### src/design/video_settings.svh
// video mode settings

`ifndef VIDEO_SETTINGS_SVH
`define VIDEO_SETTINGS_SVH

// bits per colour channel
`define VID_COLOUR_BITS 8

// horizontal timing, in pixel clocks from line start
`define VID_HSYNC_START 4
`define VID_HSYNC_STOP 12
// first visible column
`define VID_HSYNC_DELAY 24
`define VID_HPIX_VISIBLE 64
`define VID_HPIX_TOTAL (`VID_HPIX_VISIBLE + `VID_HSYNC_DELAY)

// vertical timing, in lines from frame start
`define VID_VSYNC_START 2
`define VID_VSYNC_STOP 4
// first visible line
`define VID_VSYNC_DELAY 8
`define VID_VPIX_VISIBLE 48
`define VID_VPIX_TOTAL (`VID_VPIX_VISIBLE + `VID_VSYNC_DELAY)

// base of the displayed frame in the buffer
`define VID_MEM_START_ADDR 0

`endif

### src/design/video_timing_pkg.sv
// raster timing types

`include "video_settings.svh"

package video_timing_pkg;

	// widths of raster and visible counters
	localparam int HCTR_BITS = $clog2(`VID_HPIX_TOTAL);
	localparam int VCTR_BITS = $clog2(`VID_VPIX_TOTAL);
	localparam int HPIX_BITS = $clog2(`VID_HPIX_VISIBLE);
	localparam int VPIX_BITS = $clog2(`VID_VPIX_VISIBLE);

	typedef logic [HCTR_BITS - 1 : 0] hctr_t;
	typedef logic [VCTR_BITS - 1 : 0] vctr_t;

	// sync and visible-area flags of one raster position
	typedef struct packed {
		logic hsync;
		logic vsync;
		logic visible;
	} timing_flags_t;

	// position inside the visible area
	typedef struct packed {
		logic [HPIX_BITS - 1 : 0] x;
		logic [VPIX_BITS - 1 : 0] y;
	} coord_t;

endpackage

### src/design/video_timing_gen.sv
// raster timing generator

`timescale 1ns/1ns

`include "video_settings.svh"

module video_timing_gen
	import video_timing_pkg::*;
(
	input logic in_clk,
	input logic in_rst,

	output timing_flags_t flags,
	output coord_t coord
);

	// raster position, whole line and frame
	hctr_t h_ctr;
	vctr_t v_ctr;

	// position for the coming cycle
	hctr_t h_next;
	vctr_t v_next;

	logic h_wrap;
	logic v_wrap;

	// decode of the coming position
	logic hsync_next;
	logic vsync_next;
	logic visible_next;

	assign h_wrap = (h_ctr == hctr_t'(`VID_HPIX_TOTAL - 1));
	assign v_wrap = (v_ctr == vctr_t'(`VID_VPIX_TOTAL - 1));

	// horizontal count wraps at the line end
	assign h_next = h_wrap ? '0 : h_ctr + 1'b1;

	// vertical count only steps at the line end
	always_comb begin
		v_next = v_ctr;
		if (h_wrap) begin
			v_next = v_wrap ? '0 : v_ctr + 1'b1;
		end
	end

	// sync windows
	assign hsync_next = (h_next >= hctr_t'(`VID_HSYNC_START))
		&& (h_next < hctr_t'(`VID_HSYNC_STOP));
	assign vsync_next = (v_next >= vctr_t'(`VID_VSYNC_START))
		&& (v_next < vctr_t'(`VID_VSYNC_STOP));

	// visible window follows the blanking delay
	assign visible_next = (h_next >= hctr_t'(`VID_HSYNC_DELAY))
		&& (v_next >= vctr_t'(`VID_VSYNC_DELAY));

	// counters
	always_ff @(posedge in_clk or posedge in_rst) begin
		if (in_rst) begin
			h_ctr <= '0;
			v_ctr <= '0;
		end else begin
			h_ctr <= h_next;
			v_ctr <= v_next;
		end
	end

	// registered decode, level with the count
	always_ff @(posedge in_clk or posedge in_rst) begin
		if (in_rst) begin
			flags <= '0;
			coord <= '0;
		end else begin
			flags.hsync <= hsync_next;
			flags.vsync <= vsync_next;
			flags.visible <= visible_next;
			// coordinates stay zero in blanking
			if (visible_next) begin
				coord.x <= HPIX_BITS'(h_next - hctr_t'(`VID_HSYNC_DELAY));
				coord.y <= VPIX_BITS'(v_next - vctr_t'(`VID_VSYNC_DELAY));
			end else begin
				coord <= '0;
			end
		end
	end

endmodule

### config.mk
export PLATFORM = sky130hd
export DESIGN_NAME = video_timing_gen
export DESIGN_NICKNAME = d
export VERILOG_FILES = /design/src/design/video_timing_pkg.sv /design/src/design/video_timing_gen.sv
export VERILOG_INCLUDE_DIRS = /design/src /design/src/design
export SDC_FILE = /design/constraint.sdc
export NUM_CORES = 1
export LEC_CHECK = 0
export ABC_AREA = 1
export ABC_CLOCK_PERIOD_IN_PS = 4440
export BUFFER_PORTS_ARGS = -buffer_cell sky130_fd_sc_hd__buf_2
export CAP_MARGIN = 20
export CORE_MARGIN = 2
export CORE_UTILIZATION = 35
export CTS_BUF_LIST = sky130_fd_sc_hd__clkbuf_8
export CTS_CLUSTER_SIZE = 24
export DETAILED_ROUTE_END_ITERATION = 10
export PLACE_DENSITY = 0.63
export REMOVE_ABC_BUFFERS = 1
export SLEW_MARGIN = 5
export SYNTH_ARGS = -nofsm -noshare
export SYNTH_HDL_FRONTEND = slang
export SYNTH_SLANG_ARGS = --single-unit
### constraint.sdc
create_clock -name in_clk -period 4.44 [get_ports in_clk]
set_clock_uncertainty 0.2 [all_clocks]
set_input_delay 0.888 -clock in_clk [delete_from_list [all_inputs] [get_ports in_clk]]
set_output_delay 0.888 -clock in_clk [all_outputs]
set_load 0.05 [all_outputs]
==> results of run 1 <==
[power groups by stage]
stage | clock network, mW | logic, mW | registers (mW)
CTS | 0.142 | 0.00556 | 0.255
global route | 0.155 | 0.00953 | 0.255
floorplan | 0 | 0.00378 | 0.260
global placement | 0 | 0.00560 | 0.260
detailed placement | 0 | 0.00572 | 0.260
finish | 0.137 | 0.00819 | 0.255
[cells by family (layout without fill, tap and decap cells)]
family / count (synthesis) / in the layout / share of synthesized area
and+or+nand+nor: 85 / 85 / 0.3325
xor gates and xnor gates: 2 / 2 / 0.01125
adders and majority gates: 7 / 7 / 0.05622
AOI/OAI and AO/OA: 11 / 11 / 0.04177
buffers and inverters: 36 / 53 / 0.1084
DFF: 28 / 28 / 0.4498
[per-layer routing]
| layer | GRT usage | wire [um] | vias to the layer above |
|---|---|---|---|
| li1 | - | - | 557 |
| met1 | 0.1703 | 1395 | 471 |
| met2 | 0.1745 | 1175 | 20 |
| met3 | 0.02279 | 101 | 4 |
| met4 | 0.04403 | 44 | 0 |
| met5 | 0 | 0 | - |
[state kept, by name (all words and copies together), names as in the netlist]
signal  cells
h_ctr       7
v_ctr       6
flags       3
coord      12
[final cells by class]
class                   count  area, sq um
fillers                   444         2597
flip-flops and latches     28        700.7
multi-input cells         105        688.2
inverters                  33        123.9
repair buffers             17        107.6
well taps                  52        65.06
clock buffers               3        41.29
[worst reg2reg max path, delay by kind of cell (launching register included)]
kind | cells | cell delay (ps)
simple gates | 7 | 920
fa+ha+maj | 2 | 480
flops | 1 | 420
compound gates | 1 | 120
buf+inv | 1 | 70
[cells in the mapped netlist, drive strengths merged]
master   n
buf      2
nor2    24
xnor2    1
xor2     1
a21oi    5
dfrtp   28
o21bai   1
ha       7
clkbuf   1
nand4    7
o21ai    5
nand3   16
nand2   37
inv     33
or2      1
[placed cells by master, fill, tap and decap left out]
cell type,synthesis,final
a21oi_1,3,3
a21oi_2,2,2
buf_16,0,1
buf_2,0,16
clkbuf_8,1,3
dfrtp_1,28,28
ha_1,7,7
inv_1,31,31
inv_2,2,2
nand2_1,30,30
nand2_2,5,5
nand2_4,2,2
nand3_1,12,12
nand3_2,3,3
nand3_4,1,1
nand4_1,7,7
nor2_1,10,10
nor2_2,2,2
nor2_4,11,11
nor2_8,1,1
o21ai_0,3,3
o21ai_1,2,2
o21bai_1,1,1
or2_2,1,1
xnor2_1,1,1
xor2_1,1,1
[final timing paths]
kind / end / start / slack (ps) / depth (start not counted)
setup / recovery: coord[11] / h_ctr[0] / 2110 / 11
hold / removal: h_ctr[0] / h_ctr[0] / 370 / 1
setup reg to reg: coord[11] / h_ctr[0] / 2110 / 11
hold reg to reg: h_ctr[0] / h_ctr[0] / 370 / 1
max in group asynchronous: h_ctr[6] / in_rst / 3180 / 3
min in group asynchronous: flags[0] / in_rst / 410 / 2
[stage by stage]
| stage | setup slack (ps) | hold WS, ps | area, sq um | util | cells |
|---|---|---|---|---|---|
| after floorplan | 2326 | 290.3 | 1513 | - | 166 |
| after global placement | 2209 | 317.2 | 1658 | 0.3834 | 234 |
| after detailed placement | 2102 | 338.2 | 1658 | 0.3834 | 234 |
| after CTS | 2093 | 362.4 | 1699 | 0.3929 | 237 |
| after global routing | 1926 | 398.4 | 1727 | 0.3993 | 238 |
| final | 2107 | 365.1 | 1727 | 0.3993 | 238 |
==> impl_metrics.env, run 1 <==
export IMPL_portBuffers=16
export IMPL_dp_hpwl_mm=1.984
export IMPL_fmax_mhz=428.7
export IMPL_status="complete, no violations"
export IMPL_routedWlPerCell_um=11.41
export IMPL_wl_mm=2.716
export IMPL_drc=0
export IMPL_synthCells=169
export IMPL_vdd_drop_max_mv=0.1506
export IMPL_cpMaxStageDelayCell="dfrtp_1"
export IMPL_layout_drive_gt1_share=0.2688
export IMPL_cts_tree="done"
export IMPL_cpPeakStageDelay_ps=420
export IMPL_vias_per_cell=4.420
export IMPL_pwr_share_comb=0.020
export IMPL_critical_path_class="flop to flop"
export IMPL_clk_latency_ps=270
export IMPL_period_share=0.5253
export IMPL_avgSynthCellArea_sq_um=9.217
export IMPL_crit_buf_inv=1
export IMPL_fp_dieH_um=70.72
export IMPL_fin_total_pwr_mw=0.4003
export IMPL_grt_ovfl_total=0
export IMPL_ys_types=26
export IMPL_p_int_mw=0.3185
export IMPL_antenna_found_initial=0
export IMPL_crit_family="simple AND/OR/NAND/NOR gates"
export IMPL_endpoint_kind="flop"
export IMPL_ios=17
export IMPL_ys_ff_latch=28
export IMPL_grt_pass1_wl_mm=4.623
export IMPL_htree_levels=1
export IMPL_cts_root_buffer="clkbuf_8"
export IMPL_worstMarginPinSlew_ps=480.0
export IMPL_antenna_cells=0
export IMPL_dieWidth_um=70.72
export IMPL_leakage_nw=0.9959
export IMPL_cts_made_buffers=3
export IMPL_yosysTopAreaCell="dfrtp_1"
export IMPL_drv_cap=0
export IMPL_syn_cell_area_sq_um=1558
export IMPL_first_pass_iters=4
export IMPL_grt_pass1_vias=979
export IMPL_crit_chain="ha_1, nand2_2, nor2_4, nand2_4, nand3_2, inv_2, ha_1, a21oi_2, nand3_2, nand2_4, nor2_1"
export IMPL_startpoint_type="flop"
export IMPL_power_frac_seq=0.636
export IMPL_ant_nets=0
export IMPL_grt_max_degree=29
export IMPL_path_max_fanout=12
export IMPL_synth_area_top_cells="dfrtp_1 (45%), nor2_4 (8.0%), inv_1 (7.5%), nand2_1 (7.2%), ha_1 (5.6%)"
export IMPL_cts_sinks=28
export IMPL_grt_util_all_layers=0.1176
export IMPL_postCtsSetupRepairBufs=0
export IMPL_die_area_sq_um=5001
export IMPL_hold_class="flop to flop"
export IMPL_rsz0062_at_grt="no"
export IMPL_initial_core_util=0.3602
export IMPL_ys_warnings_count=0
export IMPL_core_sq_um=4324
export IMPL_tns_ps=0
export IMPL_synth_top_area_share=0.4498
export IMPL_num_rows=24
export IMPL_slew_violations=0
export IMPL_worst_ep_arrival_time_ps=2290
export IMPL_vias=1052
export IMPL_nNetsFinal=197
export IMPL_hold_buffers=0
export IMPL_syn_to_final_growth_pct=10.84
export IMPL_drtIter0Drc=45
export IMPL_p_clk_frac=0.343
export IMPL_max_slew_margin=0.6796
export IMPL_clk_path_buf_depth=2
export IMPL_hold_viol_final=0
export IMPL_sw_frac_of_total=0.2043
export IMPL_synth_yosys_seq_area_share=0.4498
export IMPL_powerDensity_nw_per_um2=231.8
export IMPL_gp_congestion=0.8488
export IMPL_p_sw_mw=0.08179
export IMPL_finalSetupViolations=0
export IMPL_cts_resized=0
export IMPL_critPathRequiredTime_ps=4390
export IMPL_fin_crit_ps=2333
export IMPL_clkTransAtPathRegs_ps=90
No activity file was read; power rests on OpenSTA's default activity.
==> run 2, diff against run 1 <==
Settings changed: ABC_CLOCK_PERIOD_IN_PS 4440 to 2200.
Clock period 4.44 ns to 2.2 ns, I/O delays scaled along.
==> run 2 against run 1 <==
Net effect: via count rose by 4.7%; die area unchanged; cell area grew 5.9%; critical endpoint unchanged; fmax is 13% higher; first-iteration DRC count increased by 4.4%; routed wire length down 0.48%; final cell count up 3.8%; largest power group unchanged; global-route usage shrank 0.28 points; clock power grew to 3.0 times the previous value; worst setup slack worse by 2000 ps; non-clock buffer count up 7; register-to-register slack worse by 2000 ps.
==> impl_metrics.env, run 2 (same netlist as run 1, synthesis figures left out) <==
export IMPL_cts_sinks=28
export IMPL_clk_path_buf_depth=2
export IMPL_grt_ovfl_total=0
export IMPL_cpMaxStageDelayCell="dfrtp_1"
export IMPL_syn_to_final_growth_pct=17.35
export IMPL_vdd_drop_max_mv=0.2589
export IMPL_reg2reg_from="h_ctr[1]"
export IMPL_antenna_found_initial=0
export IMPL_finalNonFillerCells=247
export IMPL_slew_violations=0
export IMPL_grt_max_degree=29
export IMPL_grt_util_all_layers=0.1148
export IMPL_worstMarginPinSlew_ps=350.2
export IMPL_sw_frac_of_total=0.1879
export IMPL_power_frac_seq=0.550
export IMPL_startpoint_type="flop"
export IMPL_worst_ep_arrival_time_ps=2030
export IMPL_fmax_mhz=483.2
export IMPL_first_pass_iters=4
export IMPL_reg2reg_depth=9
export IMPL_htree_levels=1
export IMPL_final_setup_worst_slack_ps=130.5
export IMPL_dp_hpwl_mm=1.945
export IMPL_r2r_setup_slack_ps=130
export IMPL_place_area_sq_um=1703
export IMPL_clk_latency_ps=280
export IMPL_leakage_nw=1.042
export IMPL_core_sq_um=4324
export IMPL_p_clk_frac=0.438
export IMPL_clkTransAtPathRegs_ps=100
export IMPL_drv_cap=0
export IMPL_regToRegEndpoint="coord[11]"
export IMPL_post_route_util=0.4227
export IMPL_gp_congestion=0.8184
export IMPL_holdWs_ps=1.581
export IMPL_pwr_share_comb=0.013
export IMPL_initial_core_util=0.3602
export IMPL_drtIter0Drc=47
export IMPL_endpoint_kind="flop"
export IMPL_fin_crit_ps=2069
export IMPL_hold_class="primary input to asynchronous set/reset pin"
export IMPL_wl_mm=2.703
export IMPL_fp_dieH_um=70.72
export IMPL_vias_per_cell=4.457
export IMPL_finalSetupViolations=0
export IMPL_antenna_cells=0
export IMPL_max_slew_margin=0.7665
export IMPL_setup_worst_path_start="h_ctr[1]"
export IMPL_ios=17
export IMPL_largest_register_ffs=12
export IMPL_layout_common_cells="inv_1 (31), nand2_1 (30), dfrtp_1 (28)"
export IMPL_final_common_cell="inv_1"
export IMPL_num_rows=24
export IMPL_hold_buffers=0
export IMPL_cts_tree="done"
export IMPL_layout_drive_gt1_share=0.3077
export IMPL_drc=0
export IMPL_vias=1101
export IMPL_period_share=0.9407
export IMPL_die_area_sq_um=5001
export IMPL_status="complete, no violations"
export IMPL_reg_largest_list="coord: 12 flops, h_ctr: 7 flops, v_ctr: 6 flops"
export IMPL_tns_ps=0
export IMPL_powerDensity_nw_per_um2=511.9
export IMPL_hold_viol_final=0
export IMPL_dp_cells=240
export IMPL_routedWlPerCell_um=10.94
export IMPL_p_sw_mw=0.1759
export IMPL_grt_pass1_vias=1030
export IMPL_rsz0062_at_grt="no"
export IMPL_regMostFlops="coord"
export IMPL_crit_chain="ha_2, nand3_2, nor2_8, nor2_4, ha_1, a21oi_2, nand3_4, nand2_8, nor2_1"
export IMPL_fin_total_pwr_mw=0.9358
export IMPL_critPathRequiredTime_ps=2170
export IMPL_grt_pass1_wl_mm=4.671
export IMPL_path_max_fanout=10
export IMPL_final_area_sq_um=1828
export IMPL_portBuffers=16
export IMPL_cts_root_buffer="clkbuf_8"
export IMPL_cpPeakStageDelay_ps=380
export IMPL_ant_nets=0
export IMPL_cts_made_buffers=3
export IMPL_pre_cts_ws_ps=24.23
export IMPL_p_int_mw=0.7599
export IMPL_critical_path_class="flop to flop"
export IMPL_nNetsFinal=205
export IMPL_num_fill_cells=443
export IMPL_dieWidth_um=70.72
run 2: worst max-delay path: cells and delay by family (launching register included):
family	cells	cell delay [ps]
and+or+nand+nor	6	780
DFF	1	380
AOI/OAI and AO/OA	1	160
adders and majority gates	2	460
run 2: area by class of cell:
type	instances	area, sq um	area share
Multi-Input combinational cell	106	726.9	0.3977
Inverter	33	123.9	0.06776
Timing Repair Buffer	24	140.1	0.07666
Clock inverter	1	30.03	0.01643
Sequential cell	28	700.7	0.3833
Tap cell	52	65.06	0.03559
Clock buffer	3	41.29	0.02259
run 2: layer usage:
layer  vias to the layer above  part of all wire  GRT usage
li1                        575                 -          -
met5                         -                 0          0
met4                         0            0.0063    0.01887
met3                         4             0.049    0.02564
met1                       495              0.49     0.1612
met2                        27              0.45     0.1859
run 2: worst max path at each step:
stage	to	slack, ps	depth (start not counted)
floorplan	coord[0]	90	11
global placement	coord[0]	90	9
detailed placement	coord[0]	20	9
CTS	coord[11]	9	9
global route	coord[5]	5	12
finish	coord[11]	130	9
run 2: timing repair:
| item | 4_1_cts | 5_1_grt |
|---|---|---|
| gates resized for setup | 0 | 4 |
| endpoints found under the setup margin | 0 | 12 |
| setup buffers | 0 | 2 |
run 2: power groups by stage:
stage               clock network (mW)  registers (mW)  logic [mW]
floorplan                            0           0.524     0.00762
global placement                     0           0.524      0.0129
detailed placement                   0           0.524      0.0131
CTS                              0.419           0.514      0.0130
global route                     0.448           0.514      0.0149
finish                           0.410           0.514      0.0118
