**src/design/video_settings.svh**
```systemverilog
// video mode settings

`ifndef VIDEO_SETTINGS_SVH
`define VIDEO_SETTINGS_SVH

// bits per colour channel
`define VID_COLOUR_BITS 8

// horizontal timing, in pixel clocks from line start
`define VID_HSYNC_START 4
`define VID_HSYNC_STOP 12
// first visible column
`define VID_HSYNC_DELAY 24
`define VID_HPIX_VISIBLE 64
`define VID_HPIX_TOTAL (`VID_HPIX_VISIBLE + `VID_HSYNC_DELAY)

// vertical timing, in lines from frame start
`define VID_VSYNC_START 2
`define VID_VSYNC_STOP 4
// first visible line
`define VID_VSYNC_DELAY 8
`define VID_VPIX_VISIBLE 48
`define VID_VPIX_TOTAL (`VID_VPIX_VISIBLE + `VID_VSYNC_DELAY)

// base of the displayed frame in the buffer
`define VID_MEM_START_ADDR 0

`endif

```
**src/design/video_pixel_pkg.sv**
```systemverilog
// pixel and memory types

`include "video_settings.svh"

package video_pixel_pkg;

	// one colour channel
	typedef logic [`VID_COLOUR_BITS - 1 : 0] colour_t;

	// three channels, red in the top bits
	typedef struct packed {
		colour_t r;
		colour_t g;
		colour_t b;
	} pixel_t;

	// words needed for one visible frame plus the base offset
	localparam int FB_WORDS =
		`VID_HPIX_VISIBLE * `VID_VPIX_VISIBLE + `VID_MEM_START_ADDR;
	localparam int FB_ADDR_BITS = $clog2(FB_WORDS);

	typedef logic [FB_ADDR_BITS - 1 : 0] fb_addr_t;

endpackage

```
**src/design/video_timing_pkg.sv**
```systemverilog
// raster timing types

`include "video_settings.svh"

package video_timing_pkg;

	// widths of raster and visible counters
	localparam int HCTR_BITS = $clog2(`VID_HPIX_TOTAL);
	localparam int VCTR_BITS = $clog2(`VID_VPIX_TOTAL);
	localparam int HPIX_BITS = $clog2(`VID_HPIX_VISIBLE);
	localparam int VPIX_BITS = $clog2(`VID_VPIX_VISIBLE);

	typedef logic [HCTR_BITS - 1 : 0] hctr_t;
	typedef logic [VCTR_BITS - 1 : 0] vctr_t;

	// sync and visible-area flags of one raster position
	typedef struct packed {
		logic hsync;
		logic vsync;
		logic visible;
	} timing_flags_t;

	// position inside the visible area
	typedef struct packed {
		logic [HPIX_BITS - 1 : 0] x;
		logic [VPIX_BITS - 1 : 0] y;
	} coord_t;

endpackage

```
**src/design/video_fetch.sv**
```systemverilog
// frame buffer address fetch

`timescale 1ns/1ns

`include "video_settings.svh"

module video_fetch
	import video_timing_pkg::*;
	import video_pixel_pkg::*;
(
	input logic in_clk,
	input logic in_rst,
	input logic testpattern,

	input timing_flags_t flags_in,
	input coord_t coord_in,

	output fb_addr_t rd_addr,
	output logic pattern_sel
);

	// row start and column of the current pixel
	fb_addr_t row_base;
	fb_addr_t col_offs;

	// memory needed for this pixel?
	logic fetch_en;

	assign row_base = fb_addr_t'(coord_in.y) * fb_addr_t'(`VID_HPIX_VISIBLE);
	assign col_offs = fb_addr_t'(coord_in.x) + fb_addr_t'(`VID_MEM_START_ADDR);

	// no fetch in blanking or while the pattern is shown
	assign fetch_en = flags_in.visible && !pattern_sel;

	// row-major address, zero when idle
	always_comb begin
		rd_addr = '0;
		if (fetch_en) begin
			rd_addr = row_base + col_offs;
		end
	end

	// one sampled select value per pixel
	always_ff @(posedge in_clk or posedge in_rst) begin
		if (in_rst) begin
			pattern_sel <= 1'b0;
		end else begin
			pattern_sel <= testpattern;
		end
	end

endmodule

```
**config.mk**
```make
export PLATFORM = sky130hd
export DESIGN_NAME = video_fetch
export DESIGN_NICKNAME = d
export VERILOG_FILES = /design/src/design/video_pixel_pkg.sv /design/src/design/video_timing_pkg.sv /design/src/design/video_fetch.sv
export VERILOG_INCLUDE_DIRS = /design/src /design/src/design
export SDC_FILE = /design/constraint.sdc
export NUM_CORES = 1
export LEC_CHECK = 0
export ABC_AREA = 1
export BUFFER_PORTS_ARGS = -buffer_cell sky130_fd_sc_hd__buf_2
export CAP_MARGIN = 0
export CORE_AREA = 5 5 42 44
export CTS_CLUSTER_SIZE = 28
export DETAILED_ROUTE_END_ITERATION = 10
export DIE_AREA = 0 0 47 49
export PLACE_DENSITY = 0.56
export SLEW_MARGIN = 5
export SYNTH_ARGS = -nofsm -noshare
export SYNTH_HDL_FRONTEND = slang
export SYNTH_SLANG_ARGS = --single-unit
export TNS_END_PERCENT = 5
```
**constraint.sdc**
```tcl
create_clock -name in_clk -period 0.8 [get_ports in_clk]
set_input_delay 0 -clock in_clk [delete_from_list [all_inputs] [get_ports in_clk]]
set_output_delay 0 -clock in_clk [all_outputs]
set_load 0.02 [all_outputs]
```
==> results.ini, run 1 <==
[finish]
final_nets=78
num_antenna_cells=0
finalCoreUtilization_pct=36.0
biggestRegsByFlops=pattern_sel x1
fill_cells=158
top_register=pattern_sel
largest_register_ffs=1
syn2layout_area_growth_pct=196
drive_gt1_share_pct=75.9

[sta]
hold_viol=0
fin_crit_sh_pct=101
maxClockFrequency_ghz=1.23
setup_viol=10
fin_ws_ps=-9.99
worst_pin_slew_ps=191
slew_headroom_pct=87.3
rsz0062_at_grt=yes
period_needed_ps=810
drv_slew=0
hold-worst-slack_ps=108

[floorplanning]
row_count=14
coreArea_sq_um=1400
dieArea_sq_um=2300
io_pins=31
initial_utilization_pct=12.1
die_x_um=47
die_y_um=49

[synth]
synth_top_area_cell=nor2_2
synthCells=29
ys_seq_area_share_pct=14.7
yosys_warnings=0
synth_cell_type_count=7
synth_edf_count=0
syn_area_sq_um=170
synth_ff_type=dfrtp_1
syn-num-nets=47
synth_common_cells=14 x inv_1, 9 x nor2_2, 2 x nor2_1
synth_area_leaders=nor2_2 33%, inv_1 31%, dfrtp_1 15%
synth_top_area_share_pct=33.1
yosysMostFrequentCell=inv_1
avgSynthCellArea_sq_um=5.87
async_flop_share_pct=100
ys_seq_elements=1

[drt]
antenna_left=0
vias=258
routedWlPerCell_um=8.39
firstDrtPassIters=1
dr.first_iter.drc_count=0
drcViolationCount=0
vias_per_cell=3.49
routed_wl_um=621

[status]
violations=negative setup slack
status=complete, but fails checks

[power]
power_density_nw_per_um2=574
intPower_uw=159
power_switching_uw=130
power.leakage_uw=0.000263
p_seq_share_pct=19.8
swShare_pct=44.8
clockPowerShare_pct=0
ir_worst_vdd_mv=0.319
pwr-share-comb_pct=80.2

[run]
drv_cap=0

[worst_setup_path]
cp_slowest_cell=dfrtp_2
worstPathRequired_ps=800
worst_ep_arrival_time_ps=810
critPathLaunch=pattern_sel
critical_path.endpoint_type=output port
path_class=reg -> out
path_cells=clkinv_4 > nand2_8 > nor2_4 > buf_6
path_depth=4
crit_path_start_kind=flop
crit_family=flip-flops
cp_num_buf_inv=2
crit_path_max_incr_delay_ps=400
crit_fanout=6
crit_end=rd_addr[0]

[placed_design]
io_buffers=28
place.gp.congestion=0.577
place_ws_ps=-150
dpl.hpwl_um=480

[worst_hold_path]
hold_path.class=in -> reg

[grt]
grt_max_degree=7
grt_pass1_vias=260
grt_antenna_before_repair=0
gr-total-overflow=0
grt.total_usage_pct=5.06
grt_pass1_wl_um=938

[clock_network]
clk_pin_slew_ps=0

-- routing by layer --
metal  wire, um  GRT usage [%]  part of all wire [%]
met1        238           6.33                    38
met2        295           9.73                    48
met3         87              0                    14
met4          0              0                     0
met5          0              0                     0
-- worst min-delay path by stage --
stage / endpoint / start / cells after the start / slack [ps]
finish: pattern_sel / testpattern / 1 / 110
global route: pattern_sel / testpattern / 1 / 120
CTS: pattern_sel / testpattern / 1 / 110
detailed placement: pattern_sel / in_rst / 2 / -160
global placement: pattern_sel / in_rst / 2 / -170
floorplan: pattern_sel / in_rst / 1 / -270
-- final cells by class --
cell class | count | area, sq um | area share, %
flip-flops and latches | 1 | 26.3 | 5.21
repair buffers | 29 | 225 | 44.7
multi-input cells | 14 | 175 | 34.7
inverters | 14 | 57.6 | 11.4
well taps | 16 | 20.0 | 3.97
-- stage by stage --
step / cells / total power (uW) / area (sq um) / TNS (ps)
after floorplan: 29 / 174 / 230 / -681
after global placement: 72 / 226 / 370 / -1270
after detailed placement: 72 / 228 / 370 / -1540
after CTS: 74 / 293 / 502 / -479
after global routing: 74 / 307 / 504 / -527
final: 74 / 289 / 504 / -42.4
-- layout by cell type (no fill, tap or decap) --
| cell | n |
|---|---|
| dlygate4sd3_1 | 1 |
| clkinv_4 | 1 |
| dfrtp_2 | 1 |
| nand2_8 | 2 |
| buf_6 | 12 |
| buf_2 | 16 |
| nor2_4 | 12 |
| inv_1 | 13 |
-- cell families after synthesis --
group | count (synthesis) | share of synthesized area [%]
buffers and inverters | 15 | 37.5
flip-flops | 1 | 14.7
AND/OR/NAND/NOR | 13 | 47.8
-- power groups by stage --
stage	Sequential, uW	Combinational [uW]	Clock [uW]
final	57.3	232	0
after global routing	58.1	248	0
after CTS	57.1	236	0
after detailed placement	55.9	172	0
after global placement	55.9	170	0
after floorplan	59.6	115	0
-- what timing repair did --
item                                    in CTS  in global routing
pin swaps                                    2                  0
hold buffers                                 1                  0
cloned                                       1                  0
endpoints found under the setup margin      12                 12
buffers inserted                             0                  0
resized for setup                           31                  1
hold endpoints to repair                     1                  0
No activity file was read; power rests on OpenSTA's default activity.
==> run 2: changes to the inputs <==
--- a/config.mk
+++ b/config.mk
@@ -9,10 +9,10 @@
 export ABC_AREA = 1
 export BUFFER_PORTS_ARGS = -buffer_cell sky130_fd_sc_hd__buf_2
 export CAP_MARGIN = 0
-export CORE_AREA = 5 5 42 44
+export CORE_AREA = 2 2 39 41
 export CTS_CLUSTER_SIZE = 28
 export DETAILED_ROUTE_END_ITERATION = 10
-export DIE_AREA = 0 0 47 49
+export DIE_AREA = 0 0 41 43
 export PLACE_DENSITY = 0.56
 export SLEW_MARGIN = 5
 export SYNTH_ARGS = -nofsm -noshare
==> constraint.sdc (replaced) <==
create_clock -name in_clk -period 0.8 [get_ports in_clk]
set_input_delay 0 -clock in_clk [delete_from_list [all_inputs] [get_ports in_clk]]
set_output_delay 0 -clock in_clk [all_outputs]
set_load 0.1 [all_outputs]
==> results.ini, run 2 (synthesis gave the netlist of run 1 again) <==
[status]
status=complete, but fails checks
violations=negative setup slack

[clock_network]
clk_pin_slew_ps=0
cts_setup_buffers=0

[drt]
vias=252
top_layer=met3
drcViolationCount=0
dr.first_iter.drc_count=0
antenna_left=0
routedWlPerCell_um=7.69
dr_wl_met3_um=74
routed_wl_um=577
vias_per_cell=3.36
firstDrtPassIters=1
wl_met2_um=292
wl_met1_um=210

[sta]
worst_pin_slew_ps=187
fin_ws_ps=-182
slew_headroom_pct=87.5
fin_crit_sh_pct=123
setup_viol=12
rsz0062_at_grt=yes
hold_viol=0
maxClockFrequency_ghz=1.02
drv_slew=0
period_needed_ps=982

[power]
ir_worst_vdd_mv=0.456
power_density_nw_per_um2=825
power.leakage_uw=0.000303
finalPower_uw=525

[finish]
largest_register_ffs=1
final_area_sq_um=637
final_cells=75
biggestRegsByFlops=pattern_sel x1
final_nets=79
drive_gt1_share_pct=76.3
final_common_cell=buf_2
mostFrequentLayoutCells=15 x buf_2, 13 x inv_1, 13 x buf_12
top_register=pattern_sel
syn2layout_area_growth_pct=274
num_antenna_cells=0

[worst_setup_path]
crit_fanout=6
crit_path_start_kind=flop
worst_ep_arrival_time_ps=980
critPathLaunch=pattern_sel
worstPathRequired_ps=800
critical_path.endpoint_type=output port
path_class=reg -> out

[placed_design]
io_buffers=28
placed_cells=73
placed_cell_area_sq_um=591
place_ws_ps=-292
place.gp.congestion=0.640

[floorplanning]
die_y_um=43
io_pins=31
initial_utilization_pct=12.3
row_count=14
dieArea_sq_um=1760
die_x_um=41
coreArea_sq_um=1380

[grt]
grt.total_usage_pct=7.11
gr-total-overflow=0
grt_antenna_before_repair=0
grt_pass1_vias=213
grt_pass1_wl_um=903
grt_max_degree=7

[worst_hold_path]
hold_path.class=in -> reg
min_from=testpattern

[run]
drv_cap=0

[run 2: area by class of cell]
type | count | area, sq um
Fill cell | 135 | 747
Inverter | 14 | 60.1
Multi-Input combinational cell | 14 | 175
Sequential cell | 1 | 28.8
Tap cell | 16 | 20.0
Timing Repair Buffer | 30 | 353
[run 2: final timing paths]
| path | to | cells past startpoint |
|---|---|---|
| max | rd_addr[8] | 4 |
| max in group asynchronous | pattern_sel | 3 |
| min in group asynchronous | pattern_sel | 3 |
| min | pattern_sel | 1 |
[run 2: what timing repair did]
item | in CTS | in global routing
gates resized for setup | 5 | 0
pin swaps | 2 | 0
endpoints found under the hold margin | 1 | 0
setup endpoints to repair | 12 | 13
cloned | 1 | 0
hold buffers | 1 | 0
[run 2: worst max-delay path: stages, from the launching register on]
cell	delay [ps]
dfrtp_4	490
inv_8	90
nand2_8	90
nor2_4	120
buf_12	180
[run 2: metrics by stage]
step,setup TNS [ps],util [%],hold WS [ps]
floorplan,-7210,-,-271
global placement,-3190,42.7,-167
detailed placement,-3360,42.7,-165
CTS,-2110,46.0,110
global route,-2400,46.0,111
finish,-2070,46.0,110
[run 2: power by group]
group	internal, uW	total (uW)	switching (uW)
combinational	164	464	300
clock	0	0	0
sequential	56.0	60.8	4.84
total	220	525	305
[run 2: layer usage]
layer  up-vias  global-route usage, %
met3         0                   1.57
met1        97                   9.24
li1        136                      -
met5         -                      0
met2        19                   12.2
met4         0                      0
==> run 3: changes to the inputs <==
--- a/config.mk
+++ b/config.mk
@@ -9,10 +9,10 @@
 export ABC_AREA = 1
 export BUFFER_PORTS_ARGS = -buffer_cell sky130_fd_sc_hd__buf_2
 export CAP_MARGIN = 0
-export CORE_AREA = 2 2 39 41
+export CORE_AREA = 10 10 47 49
 export CTS_CLUSTER_SIZE = 28
 export DETAILED_ROUTE_END_ITERATION = 10
-export DIE_AREA = 0 0 41 43
+export DIE_AREA = 0 0 57 59
 export PLACE_DENSITY = 0.56
 export SLEW_MARGIN = 5
 export SYNTH_ARGS = -nofsm -noshare
==> constraint.sdc (replaced) <==
create_clock -name in_clk -period 0.8 [get_ports in_clk]
set_input_delay 0.16 -clock in_clk [delete_from_list [all_inputs] [get_ports in_clk]]
set_output_delay 0.16 -clock in_clk [all_outputs]
set_load 0.1 [all_outputs]
==> results.ini, run 3 (synthesis gave the netlist of run 1 again) <==
[power]
clockPowerShare_pct=0
power_density_nw_per_um2=826
p_seq_share_pct=11.5
pwr-share-comb_pct=88.5
power_switching_uw=306
swShare_pct=58.2
ir_worst_vdd_mv=0.499
power.leakage_uw=0.000303
intPower_uw=220

[sta]
hold-worst-slack_ps=268
maxClockFrequency_ghz=0.883
slew_headroom_pct=87.3
fin_crit_sh_pct=142
hold_viol=0
rsz0062_at_grt=yes
worst_pin_slew_ps=190
drv_slew=0
fin_ws_ps=-332
setup_viol=13
period_needed_ps=1130

[placed_design]
dpl.hpwl_um=690
placed_cells=73
place.gp.congestion=0.605
io_buffers=28
placed_cell_area_sq_um=591

[floorplanning]
die_y_um=59
coreArea_sq_um=1400
initial_utilization_pct=12.1
dieArea_sq_um=3360
row_count=14
io_pins=31
die_x_um=57

[finish]
final_cells=75
mostFrequentLayoutCells=15 x buf_2, 13 x inv_1, 13 x buf_12
final_common_cell=buf_2
largest_register_ffs=1
top_register=pattern_sel
biggestRegsByFlops=pattern_sel x1
finalCoreUtilization_pct=45.4
final_area_sq_um=637
fill_cells=131
syn2layout_area_growth_pct=274
drive_gt1_share_pct=76.3
num_antenna_cells=0
final_nets=79

[worst_setup_path]
critPathLaunch=pattern_sel
crit_path_max_incr_delay_ps=480
worstPathRequired_ps=640
path_depth=4
cp_slowest_cell=dfrtp_4
crit_fanout=6
crit_path_start_kind=flop
crit_family=flip-flops
path_class=reg -> out
crit_end=rd_addr[7]
path_cells=inv_8 > nand2_8 > nor2_4 > buf_12
worst_ep_arrival_time_ps=970
cp_num_buf_inv=2
critical_path.endpoint_type=output port

[drt]
vias=277
antenna_left=0
routed_wl_um=812
dr.first_iter.drc_count=0
drcViolationCount=0
firstDrtPassIters=1
vias_per_cell=3.69
routedWlPerCell_um=10.8

[grt]
grt_pass1_vias=281
gr-total-overflow=0
grt_antenna_before_repair=0
grt.total_usage_pct=4.75
grt_max_degree=7
grt_pass1_wl_mm=1.39

[worst_hold_path]
hold_path.class=in -> reg

[status]
violations=negative setup slack
status=complete, but fails checks

[clock_network]
cts_setup_buffers=0
clk_pin_slew_ps=0

[run]
drv_cap=0

## run 3: cell counts in the layout (fill, tap and decap cells not counted)
No cell type changed its count.
## run 3: power groups by stage
stage	Clock, uW	Combinational (uW)	Sequential [uW]
CTS	0	471	60.4
detailed placement	0	446	57.5
global route	0	486	61.3
global placement	0	443	57.4
finish	0	466	60.3
floorplan	0	269	77.1
## run 3: metal layers
layer / wire length [um] / vias up / global-route usage [%]
li1: - / 135 / -
met1: 307 / 121 / 6.06
met2: 395 / 21 / 7.75
met3: 109 / 0 / 1.93
met4: 0 / 0 / 0
met5: 0 / - / 0
## run 3: worst min-delay path by stage
stage | startpoint | end | depth (start not counted)
after detailed placement | in_rst | pattern_sel | 2
final | testpattern | pattern_sel | 1
after global routing | testpattern | pattern_sel | 1
after CTS | testpattern | pattern_sel | 1
after global placement | in_rst | pattern_sel | 2
after floorplan | in_rst | pattern_sel | 1
## run 3: layout make-up
| class | instances | area (sq um) | area share (%) |
|---|---|---|---|
| inverters | 14 | 60.1 | 9.43 |
| well taps | 16 | 20.0 | 3.14 |
| repair buffers | 30 | 353 | 55.4 |
| multi-input cells | 14 | 175 | 27.5 |
| flip-flops and latches | 1 | 28.8 | 4.52 |
## run 3: what timing repair did
| action | CTS | global route |
|---|---|---|
| setup endpoints to repair | 13 | 13 |
| gates resized for setup | 5 | 0 |
| pin swaps | 2 | 0 |
| cloned | 1 | 0 |
| hold endpoints to repair | 1 | 0 |
| hold buffers | 1 | 0 |
## run 3: through the flow
stage | TNS, ps | setup slack (ps) | power [uW]
2_1_floorplan | -9130 | -809 | 346
3_3_place_gp | -5210 | -437 | 500
3_5_place_dp | -5390 | -453 | 503
4_1_cts | -4190 | -340 | 532
5_1_grt | -4510 | -371 | 548
6_report | -4080 | -332 | 526
