==> config.mk <==
export PLATFORM = sky130hd
export DESIGN_NAME = video_pixel_out
export DESIGN_NICKNAME = d
export VERILOG_FILES = /design/src/design/video_pixel_pkg.sv /design/src/design/video_timing_pkg.sv /design/src/design/video_pixel_out.sv
export VERILOG_INCLUDE_DIRS = /design/src /design/src/design
export SDC_FILE = /design/constraint.sdc
export NUM_CORES = 1
export LEC_CHECK = 0
export ABC_AREA = 1
export ABC_CLOCK_PERIOD_IN_PS = 2300
export BUFFER_PORTS_ARGS = -buffer_cell sky130_fd_sc_hd__buf_2
export CORE_ASPECT_RATIO = 2
export CORE_MARGIN = 2
export CORE_UTILIZATION = 53
export DETAILED_ROUTE_END_ITERATION = 7
export GPL_TIMING_DRIVEN = 0
export PLACE_DENSITY = 0.85
export SETUP_SLACK_MARGIN = 0.1
export SYNTH_ARGS = -nofsm -noshare
export SYNTH_HDL_FRONTEND = slang
export SYNTH_SLANG_ARGS = --single-unit
==> constraint.sdc <==
create_clock -name in_clk -period 2.3 [get_ports in_clk]
set_input_delay 0.345 -clock in_clk [delete_from_list [all_inputs] [get_ports in_clk]]
set_output_delay 0.345 -clock in_clk [all_outputs]
set_load 0.005 [all_outputs]
==> src/design/video_settings.svh <==
// video mode settings

`ifndef VIDEO_SETTINGS_SVH
`define VIDEO_SETTINGS_SVH

// bits per colour channel
`define VID_COLOUR_BITS 8

// horizontal timing, in pixel clocks from line start
`define VID_HSYNC_START 4
`define VID_HSYNC_STOP 12
// first visible column
`define VID_HSYNC_DELAY 24
`define VID_HPIX_VISIBLE 64
`define VID_HPIX_TOTAL (`VID_HPIX_VISIBLE + `VID_HSYNC_DELAY)

// vertical timing, in lines from frame start
`define VID_VSYNC_START 2
`define VID_VSYNC_STOP 4
// first visible line
`define VID_VSYNC_DELAY 8
`define VID_VPIX_VISIBLE 48
`define VID_VPIX_TOTAL (`VID_VPIX_VISIBLE + `VID_VSYNC_DELAY)

// base of the displayed frame in the buffer
`define VID_MEM_START_ADDR 0

`endif

==> src/design/video_pixel_pkg.sv <==
// pixel and memory types

`include "video_settings.svh"

package video_pixel_pkg;

	// one colour channel
	typedef logic [`VID_COLOUR_BITS - 1 : 0] colour_t;

	// three channels, red in the top bits
	typedef struct packed {
		colour_t r;
		colour_t g;
		colour_t b;
	} pixel_t;

	// words needed for one visible frame plus the base offset
	localparam int FB_WORDS =
		`VID_HPIX_VISIBLE * `VID_VPIX_VISIBLE + `VID_MEM_START_ADDR;
	localparam int FB_ADDR_BITS = $clog2(FB_WORDS);

	typedef logic [FB_ADDR_BITS - 1 : 0] fb_addr_t;

endpackage

==> src/design/video_timing_pkg.sv <==
// raster timing types

`include "video_settings.svh"

package video_timing_pkg;

	// widths of raster and visible counters
	localparam int HCTR_BITS = $clog2(`VID_HPIX_TOTAL);
	localparam int VCTR_BITS = $clog2(`VID_VPIX_TOTAL);
	localparam int HPIX_BITS = $clog2(`VID_HPIX_VISIBLE);
	localparam int VPIX_BITS = $clog2(`VID_VPIX_VISIBLE);

	typedef logic [HCTR_BITS - 1 : 0] hctr_t;
	typedef logic [VCTR_BITS - 1 : 0] vctr_t;

	// sync and visible-area flags of one raster position
	typedef struct packed {
		logic hsync;
		logic vsync;
		logic visible;
	} timing_flags_t;

	// position inside the visible area
	typedef struct packed {
		logic [HPIX_BITS - 1 : 0] x;
		logic [VPIX_BITS - 1 : 0] y;
	} coord_t;

endpackage

==> src/design/video_pixel_out.sv <==
// pixel output stage

`timescale 1ns/1ns

module video_pixel_out
	import video_timing_pkg::*;
	import video_pixel_pkg::*;
(
	input logic in_clk,
	input logic in_rst,

	input timing_flags_t flags,
	input coord_t coord,
	input logic pattern_sel,
	input pixel_t mem_pixel,

	output logic hsync,
	output logic vsync,
	output logic pixel_enable,
	output pixel_t pixel,
	output logic [HPIX_BITS - 1 : 0] hpix,
	output logic [VPIX_BITS - 1 : 0] vpix
);

	// full-width product of the coordinates
	logic [HPIX_BITS + VPIX_BITS - 1 : 0] prod;
	colour_t pat_colour;
	pixel_t pattern;
	pixel_t pixel_next;

	assign prod = coord.x * coord.y;

	// low colour bits of x*y + 1, grey on all channels
	assign pat_colour = colour_t'(prod) + 1'b1;
	assign pattern = {3{pat_colour}};

	// source select, black in blanking
	always_comb begin
		pixel_next = '0;
		if (flags.visible) begin
			pixel_next = pattern_sel ? pattern : mem_pixel;
		end
	end

	// everything leaving the chip is registered
	always_ff @(posedge in_clk or posedge in_rst) begin
		if (in_rst) begin
			hsync <= 1'b0;
			vsync <= 1'b0;
			pixel_enable <= 1'b0;
			pixel <= '0;
			hpix <= '0;
			vpix <= '0;
		end else begin
			hsync <= flags.hsync;
			vsync <= flags.vsync;
			pixel_enable <= flags.visible;
			pixel <= pixel_next;
			hpix <= coord.x;
			vpix <= coord.y;
		end
	end

endmodule

==> flow_summary.yaml, run 1 <==
cells_and_area:
  insertedDiodeCount: 0
  layout-drive-gt1-share: 0.415
  area.sequential_um2: 976
  nNetsFinal: 406
  fill_cells: 255
  final_cell_mix: "67 x buf_2, 44 x nand2_1, 44 x nor2_1, 39 x dfrtp_1, 35 x inv_1"
  area_delta_synth_final_pct: 38.5
  mostFrequentLayoutCell: "buf_2"
  multiInputGateArea_mm2: 0.00115
  finalCoreUtilization: 0.774
global_route:
  met3_usage: 0.0396
  grt_util_met2: 0.497
  grt_busiest_layer: "met2"
  grt_start_max_net_pins: 40
  antenna_violations_before_repair: 0
  globalRoute.totalOverflow: 0
  grt_use_total: 0.247
  met1_track_utilization_from_global_routing: 0.217
  grt_pass1_vias: 2024
  grt_first_pass_wirelength_um: 8650
floorplanning:
  number_of_rows_created_at_floorplan: 32
  coreArea_mm2: 0.00388
  die_ar_mm2: 0.00465
  chip_width_um: 49.2
  die_h_um: 94.5
  initial_util: 0.558
  ioPinCount: 81
synthesis:
  netlist_top_cells_area: "dfrtp_1 45%, fa_1 11%, nand2_1 9.5%, inv_1 7.8%, nor2_1 7.8%"
  synth-adder-area-share: 0.186
  synth_largest_area_cell: "dfrtp_1"
  synth_sequential_area_ratio: 0.450
  synth-compound-area-share: 0.0260
  synth.distinct_cells: 18
  ys_warn_count: 0
  area_share_of_and_or_nand_nor_cells_after_synthesis: 0.233
  avgSynthCellArea_um2: 8.78
  netlist.area_leader.share: 0.450
  postSynthCellCount: 247
  postSynthNetCount: 314
  synth-seq-cells: 39
  yosys.area_share.xor_xnor: 0.00404
  post_synth_instance_area_mm2: 0.00217
  synth_top_family_by_area: "simple AND/OR/NAND/NOR gates"
  synth_mux_area_frac: 0
min_path:
  worst_hold_path_type: "primary input to register"
pwr:
  power_per_cell_area_mw_per_mm2: 660
  total_leakage_power_uw: 0.00172
  max-vdd-ir-drop_mv: 0.535
sta:
  grt_setup_unrepaired: "yes"
  fmax_mhz: 344
  fin_crit_ps: 2910
  tightest_slew_ps: 769
  hold_viol: 0
  layout_worst_path_cycle_share: 1.26
  hold-worst-slack_ps: 158
  setup_violations: 12
  setup_slack_ps: -607
  final_max_slew_viol_count: 0
  max-slew-margin-rel: 0.487
routing:
  wire_per_inst_um: 13.8
  route.vias.total: 1899
  number_of_drc_violations_after_detailed_routing: 0
  first_iter_violations: 41
  routed_wirelength_um: 5390
  drt-pass1-iter-count: 4
  drtAntennaViolNets: 0
  route.detailed.vias_per_inst: 4.86
setup_path:
  crit_slowest_cell: "fa_1"
  cp-startpoint: "coord[2]"
  cp_max_stage_delay_ps: 550
  crit_type: "primary input to register"
  cp_required_ps: 2520
  cp-start-kind: "primary input"
  timing.critical_path.fanout_max: 4
  endpoint_kind: "register"
  crit_chain: "buf_12 -> nand2_4 -> inv_2 -> fa_1 -> inv_1 -> fa_1 -> fa_1 -> inv_2 -> ha_4 -> nand2_2 -> inv_2 -> nand4_1 -> nand3_2 -> nand3_2 -> nand3_2 -> nand2_2 -> nor2_1"
  worst_setup_path_endpoint: "pixel[15]"
  worst_ep_arrival_time_ps: 3130
place:
  globalplace.congestion: 0.815
  portBuffers: 79
  dp_hpwl_um: 3840
flow_run:
  drv_cap: 0
clock_network:
  tritoncts.num_buffers: 5
  cts_tree: "done"
  ctsHtreeMaxLevel: 2
  hold_buf_count_cts: 0
  path_clk_slew_ps: 70
  cts_sinks: 39
  clock_tree.root_cell: "clkbuf_8"
  cts_buffer_depth: 2
status:
  status: "finished, violations left"
  failed_checks: "negative setup slack"
==> cell type report <==
type	instances	share of cell area
sequential	39	0.325
timing repair buffer	85	0.168
clock buffer	6	0.0242
buffer	3	0.0129
clock inverter	2	0.00416
multi-input combinational	157	0.384
inverter	48	0.0600
tap	51	0.0212
==> cell usage after synthesis <==
cell type  count
inv_1         45
a21oi_1        5
dfrtp_1       39
nand2_2        3
o21ai_0        5
nand4_1        1
a31oi_1        1
nand2_1       55
clkbuf_8       2
clkinv_1       1
nor2_1        45
ha_1          13
fa_1          12
buf_6          1
nand3_2        5
nand3_1       11
inv_2          2
xor2_1         1
==> kinds of logic after synthesis <==
group	after synthesis
buf+inv	51
fa+ha+maj	25
compound gates	11
flops	39
simple gates	120
xor+xnor	1
==> layer usage <==
| metal | wire, um | vias to the layer above |
|---|---|---|
| met5 | 0 | - |
| met4 | 219 | 0 |
| met3 | 176 | 17 |
| met2 | 3230 | 59 |
| met1 | 1770 | 900 |
| li1 | - | 923 |
==> worst max-delay path, delay by kind of cell <==
| kind | cells | cell delay [ps] |
|---|---|---|
| fa+ha+maj | 4 | 1880 |
| buf+inv | 5 | 290 |
| simple gates | 8 | 620 |
==> registers in the layout (all words and copies together) (netlist names) <==
signal        flops
pixel_enable      1
vpix              6
hpix              6
pixel            24
hsync             1
vsync             1
==> through the flow <==
step | total power (uW) | std cells | area [um2] | setup slack, ps | TNS [ps]
2_1_floorplan | 1170 | 247 | 2220 | -599 | -4580
3_3_place_gp | 1350 | 377 | 2680 | -943 | -9090
3_5_place_dp | 1380 | 377 | 2680 | -980 | -9870
4_1_cts | 1920 | 390 | 2950 | -562 | -5310
5_1_grt | 2110 | 391 | 3000 | -704 | -7020
6_report | 1980 | 391 | 3000 | -607 | -6060
==> how the worst min path moves through the flow <==
| stage | startpoint | to | slack (ps) | cells after the start |
|---|---|---|---|---|
| after detailed placement | flags[2] | hsync | 450 | 1 |
| after global routing | flags[1] | vsync | 140 | 1 |
| after global placement | flags[2] | hsync | 450 | 1 |
| final | flags[2] | hsync | 160 | 1 |
| after CTS | flags[2] | hsync | 160 | 1 |
| after floorplan | coord[6] | hpix[0] | 380 | 0 |
==> what timing repair did <==
| item | CTS | global route |
|---|---|---|
| pin swaps | 16 | 8 |
| cloned | 0 | 0 |
| resized for setup | 37 | 12 |
| setup buffers | 5 | 1 |
| setup endpoints to repair | 15 | 15 |
==> report_power, final <==
| part | internal, uW | total (uW) | leakage, uW | switching [uW] |
|---|---|---|---|---|
| registers | 753 | 767 | 0.000481 | 14.7 |
| clock network | 212 | 441 | 0.0000412 | 230 |
| logic | 363 | 773 | 0.00120 | 410 |
| total | 1330 | 1980 | 0.00172 | 654 |
Power figures use the tool's default switching activity.
==> inputs of run 2 (changes only) <==
--- a/config.mk
+++ b/config.mk
@@ -6,15 +6,15 @@
 export SDC_FILE = /design/constraint.sdc
 export NUM_CORES = 1
 export LEC_CHECK = 0
-export ABC_AREA = 1
 export ABC_CLOCK_PERIOD_IN_PS = 2300
 export BUFFER_PORTS_ARGS = -buffer_cell sky130_fd_sc_hd__buf_2
 export CORE_ASPECT_RATIO = 2
 export CORE_MARGIN = 2
-export CORE_UTILIZATION = 53
+export CORE_UTILIZATION = 52
 export DETAILED_ROUTE_END_ITERATION = 7
 export GPL_TIMING_DRIVEN = 0
-export PLACE_DENSITY = 0.85
+export HOLD_SLACK_MARGIN = 0.03
+export PLACE_DENSITY = 0.84
 export SETUP_SLACK_MARGIN = 0.1
 export SYNTH_ARGS = -nofsm -noshare
 export SYNTH_HDL_FRONTEND = slang
==> run 2 against run 1 <==
The flow still finishes with violations (negative setup slack). Clock-buffer cell count shrank 1. Non-clock buffer count grew 5. Synthesized area down 4.1%. Flip-flop and latch count is the same. Routed wire length fell by 1.3%. Global-route usage shrank 1.7 points. Sequential power increased by 0.7%. Total power grew 8.0%.
==> flow_summary.yaml, run 2 <==
status:
  status: "finished, violations left"
  failed_checks: "negative setup slack"
sta:
  grt_setup_unrepaired: "yes"
  fin_crit_ps: 3030
  max-slew-margin-rel: 0.550
  hold_viol: 0
  fmax_mhz: 330
  setup_violations: 15
  finalSetupTns_ps: -6290
  layout_worst_path_cycle_share: 1.32
  tightest_slew_ps: 674
  final_max_slew_viol_count: 0
  setup_slack_ps: -730
synthesis:
  number_of_enable_type_register_cells_in_the_synthesized_netlist: 0
  top_count_cell_post_synth: "dfrtp_1"
  avgSynthCellArea_um2: 10.9
  netlist_top_cells_area: "dfrtp_1 47%, fa_1 12%, ha_1 7.8%, nand2_1 5.4%, and2_1 5.1%"
  synth_largest_area_cell: "dfrtp_1"
  dominantRegCellSynth: "dfrtp_1"
  netlist.area_leader.share: 0.469
  postSynthNetCount: 258
  synth.distinct_cells: 31
  ys_warn_count: 0
  synth-async-reset-ratio: 1.00
  post_synth_instance_area_mm2: 0.00208
  postSynthCellCount: 191
  synth-seq-cells: 39
  synth_common_cells: "39 x dfrtp_1, 30 x nand2_1, 17 x and2_1"
  synth_sequential_area_ratio: 0.469
setup_path:
  cp_required_ps: 2480
  endpoint_kind: "register"
  worst_ep_arrival_time_ps: 3210
  cp-start-kind: "primary input"
  crit_type: "primary input to register"
  cp-startpoint: "coord[1]"
  timing.critical_path.fanout_max: 3
clock_network:
  ctsHtreeMaxLevel: 2
  clock_tree.root_cell: "clkbuf_8"
  tritoncts.num_buffers: 5
  path_clk_slew_ps: 80
  cts_sinks: 39
  cts_tree: "done"
  cts_buffer_depth: 2
flow_run:
  drv_cap: 0
cells_and_area:
  area_delta_synth_final_pct: 43.0
  stdcell_count: 338
  max_flop_register: "pixel"
  layout-drive-gt1-share: 0.488
  nNetsFinal: 353
  insertedDiodeCount: 0
  biggestRegsByFlops: "pixel (24), hpix (6), vpix (6)"
  fill_cells: 252
  mostFrequentLayoutCell: "buf_2"
  final_cell_mix: "73 x buf_2, 39 x dfrtp_1, 29 x nand2_1, 15 x nor2_1"
  design_area_mm2: 0.00297
  area.sequential_um2: 976
  largest_reg_flops: 24
  multiInputGateArea_mm2: 0.00122
floorplanning:
  ioPinCount: 81
  number_of_rows_created_at_floorplan: 32
  die_ar_mm2: 0.00455
  chip_width_um: 48.7
  coreArea_mm2: 0.00384
  die_h_um: 93.4
  initial_util: 0.541
global_route:
  grt_start_max_net_pins: 26
  grt_first_pass_wirelength_um: 7780
  globalRoute.totalOverflow: 0
  antenna_violations_before_repair: 0
  grt_pass1_vias: 1801
  grt_use_total: 0.230
routing:
  route.detailed.vias_per_inst: 5.11
  route.vias.total: 1726
  drtAntennaViolNets: 0
  routed_wirelength_um: 5320
  wire_per_inst_um: 15.7
  first_iter_violations: 34
  number_of_drc_violations_after_detailed_routing: 0
  drt-pass1-iter-count: 4
place:
  portBuffers: 80
  placed_cell_area_mm2: 0.00263
  globalplace.congestion: 0.748
  dp_hpwl_um: 3640
  placed_cells_incl_taps: 323
pwr:
  power_per_cell_area_mw_per_mm2: 720
  total_leakage_power_uw: 0.00155
  total_power_uw: 2140
  max-vdd-ir-drop_mv: 0.546
min_path:
  worst_hold_path_type: "primary input to async pin"
[run 2: cell types whose count changed after synthesis, sizes merged, moves of 3 or more]
cell | before | now
a21boi | 0 | 11
nor3b | 0 | 3
nand2 | 58 | 31
and2 | 0 | 20
nand3 | 16 | 3
xnor2 | 0 | 6
inv | 47 | 14
nor2 | 45 | 15
[run 2: worst paths after layout]
kind	end	slack, ps	cells after the start
setup / recovery	pixel[6]	-730	12
hold / removal	hpix[5]	130	2
max in group asynchronous	pixel[1]	1620	3
min in group in_clk	vsync	150	1
[run 2: metal layers]
layer / up-vias / wire [um] / GRT usage
met5: - / 0 / 0
met4: 0 / 210 / 0.160
met3: 19 / 232 / 0.0192
met2: 80 / 3140 / 0.462
met1: 830 / 1740 / 0.203
li1: 797 / - / -
[run 2: layout make-up]
class	instances	share of cell area
Tap cell	51	0.0215
Buffer	5	0.00673
Sequential cell	39	0.328
Clock inverter	3	0.0147
Timing Repair Buffer	88	0.177
Clock buffer	5	0.0231
Inverter	14	0.0185
Multi-Input combinational cell	133	0.410
[run 2: through the flow]
stage,hold WS (ps),utilization,setup slack [ps]
detailed placement,454,0.685,-1070
floorplan,376,-,-749
finish,134,0.773,-730
CTS,148,0.744,-733
global route,149,0.773,-772
global placement,452,0.677,-1010
[run 2: worst max-delay path, stage by stage]
cell	delay, ps
buf_8	100
and2_4	150
fa_1	540
inv_2	40
fa_1	450
fa_1	510
inv_2	50
ha_4	250
o21a_1	130
or3_4	400
a21oi_4	160
nor3b_2	70
[run 2: where the power goes]
| part | total (uW) | internal (uW) | switching, uW |
|---|---|---|---|
| combinational | 798 | 417 | 381 |
| sequential | 772 | 756 | 15.2 |
| clock | 571 | 323 | 248 |
[run 2: what timing repair did]
item,CTS,global route
pin swaps,21,21
endpoints found under the setup margin,15,15
hold buffers,0,0
gates resized for setup,21,24
buffers inserted,4,3
[run 2: cells by family (layout without fill, tap and decap cells)]
group / after synthesis / in the layout / synth area share
XOR/XNOR: 8 / 8 / 0.0439
AO/OA/AOI/OAI: 22 / 22 / 0.0734
flip-flops: 39 / 39 / 0.469
adder cells (fa/ha/maj): 25 / 25 / 0.194
buffers and inverters: 19 / 115 / 0.0349
AND/OR/NAND/NOR: 78 / 78 / 0.185
==> inputs of run 3 (changes only) <==
--- a/config.mk
+++ b/config.mk
@@ -16,6 +16,7 @@
 export HOLD_SLACK_MARGIN = 0.03
 export PLACE_DENSITY = 0.84
 export SETUP_SLACK_MARGIN = 0.1
+export SKIP_LAST_GASP = 1
 export SYNTH_ARGS = -nofsm -noshare
 export SYNTH_HDL_FRONTEND = slang
 export SYNTH_SLANG_ARGS = --single-unit
==> run 3 against run 2 <==
The run still ends with negative setup slack left. Non-clock buffer count unchanged. Combinational power barely moved. Final area is 0.21% lower. Sequential share of layout area grew 0.069 points. Critical path depth did not move. Clock power about the same. Via count is 0.23% lower. Flip-flop and latch count is the same. Maximum frequency hardly changed. Critical endpoint unchanged. Largest power group unchanged.
==> flow_summary.yaml, run 3 (synthesis results as in run 2) <==
setup_path:
  cp_max_stage_delay_ps: 540
  path_common_cell: "fa_1"
  crit_type: "primary input to register"
  cell_type_group_with_the_largest_total_delay_on_the_critical_path: "adder cells"
  crit_slowest_cell: "fa_1"
  crit_chain: "buf_8 -> and2_4 -> fa_1 -> inv_2 -> fa_1 -> fa_1 -> inv_2 -> ha_4 -> o21a_1 -> or3_4 -> a21oi_4 -> nor3b_2"
  cp-start-kind: "primary input"
  timing.critical_path.fanout_max: 3
  endpoint_kind: "register"
  critical_path_buf_inv_count: 3
  worst_ep_arrival_time_ps: 3210
  cp_required_ps: 2480
cells_and_area:
  max_flop_register: "pixel"
  design_area_mm2: 0.00297
  largest_reg_flops: 24
  finalCoreUtilization: 0.772
  fill_cells: 256
  layout-drive-gt1-share: 0.481
  stdcell_count: 338
  nNetsFinal: 353
  biggestRegsByFlops: "pixel (24), hpix (6), vpix (6)"
  multiInputGateArea_mm2: 0.00121
  area_delta_synth_final_pct: 42.7
  insertedDiodeCount: 0
  final_cell_mix: "73 x buf_2, 39 x dfrtp_1, 29 x nand2_1, 15 x nor2_1, 11 x and2_1"
  area.sequential_um2: 976
  mostFrequentLayoutCell: "buf_2"
clock_network:
  path_clk_slew_ps: 80
  cts_tree: "done"
  cts_sinks: 39
  tritoncts.num_buffers: 5
  ctsHtreeMaxLevel: 2
  cts_buffer_depth: 2
  clock_tree.root_cell: "clkbuf_8"
routing:
  route.detailed.vias_per_inst: 5.09
  route.vias.total: 1722
  wire_per_inst_um: 15.7
  drt-pass1-iter-count: 4
  routed_wirelength_um: 5310
  first_iter_violations: 39
  number_of_drc_violations_after_detailed_routing: 0
  drtAntennaViolNets: 0
sta:
  tightest_slew_ps: 672
  hold_viol: 0
  setup_violations: 15
  final_max_slew_viol_count: 0
  grt_setup_unrepaired: "yes"
  fin_crit_ps: 3030
  fmax_mhz: 330
  layout_worst_path_cycle_share: 1.32
  setup_slack_ps: -729
  max-slew-margin-rel: 0.551
floorplanning:
  chip_width_um: 48.7
  initial_util: 0.541
  number_of_rows_created_at_floorplan: 32
  die_h_um: 93.4
  coreArea_mm2: 0.00384
  ioPinCount: 81
  die_ar_mm2: 0.00455
pwr:
  power_per_cell_area_mw_per_mm2: 721
  switching_power_uw: 645
  max-vdd-ir-drop_mv: 0.546
  power_switching_share: 0.301
  total_leakage_power_uw: 0.00154
  cell_internal_pwr_uw: 1490
  p_clk_frac: 0.267
  p_comb_frac: 0.373
  seq_power_share: 0.361
place:
  placed_cell_area_mm2: 0.00263
  globalplace.congestion: 0.748
  portBuffers: 80
  placed_cells_incl_taps: 323
  dp_worst_setup_slack_ps: -1070
  dp_hpwl_um: 3640
global_route:
  antenna_violations_before_repair: 0
  grt_start_max_net_pins: 26
  globalRoute.totalOverflow: 0
  grt_first_pass_wirelength_um: 7780
  grt_pass1_vias: 1801
  grt_use_total: 0.230
flow_run:
  drv_cap: 0
min_path:
  worst_hold_path_type: "primary input to async pin"
status:
  failed_checks: "negative setup slack"
  status: "finished, violations left"
## run 3: changes by cell type in the layout (fill, tap and decap cells not counted)
cell      change
a21boi_1      +1
a21boi_2      -1
and2_1        +1
and2_4        -1
## run 3: final timing paths
| path | from | endpoint | slack (ps) | cells past startpoint |
|---|---|---|---|---|
| max in group asynchronous | in_rst | pixel[1] | 1620 | 3 |
| setup / recovery | coord[1] | pixel[6] | -730 | 12 |
| hold / removal | in_rst | pixel[23] | 130 | 2 |
| min in group in_clk | flags[1] | vsync | 150 | 1 |
## run 3: repair_timing
action,CTS,global route
setup endpoints to repair,15,15
buffers inserted,4,3
pin swaps,21,21
resized for setup,21,22
hold buffers,0,0
## run 3: area by class of cell
class	count	share of cell area
Buffer	5	0.00675
Clock buffer	5	0.0232
Clock inverter	3	0.0148
Inverter	14	0.0186
Multi-Input combinational cell	133	0.409
Sequential cell	39	0.329
Tap cell	51	0.0215
Timing Repair Buffer	88	0.178
## run 3: through the flow
| stage | hold WS, ps | power (uW) | setup TNS (ps) |
|---|---|---|---|
| floorplan | 376 | 1160 | -6260 |
| global placement | 452 | 1340 | -10040 |
| detailed placement | 454 | 1360 | -10590 |
| CTS | 148 | 1990 | -6580 |
| global route | 149 | 2250 | -7220 |
| finish | 134 | 2140 | -6360 |
## run 3: per-layer routing
layer,part of all wire,vias up,track usage
met4,0.041,0,0.160
met3,0.039,21,0.0192
met1,0.33,828,0.203
met2,0.59,74,0.462
met5,0,-,0
li1,-,799,-
## run 3: power by group through the flow
stage	Clock [uW]	Sequential (uW)	Combinational (uW)
final	571	772	797
after global routing	606	779	861
after CTS	576	772	646
after detailed placement	0	785	580
after global placement	0	784	554
after floorplan	0	801	360
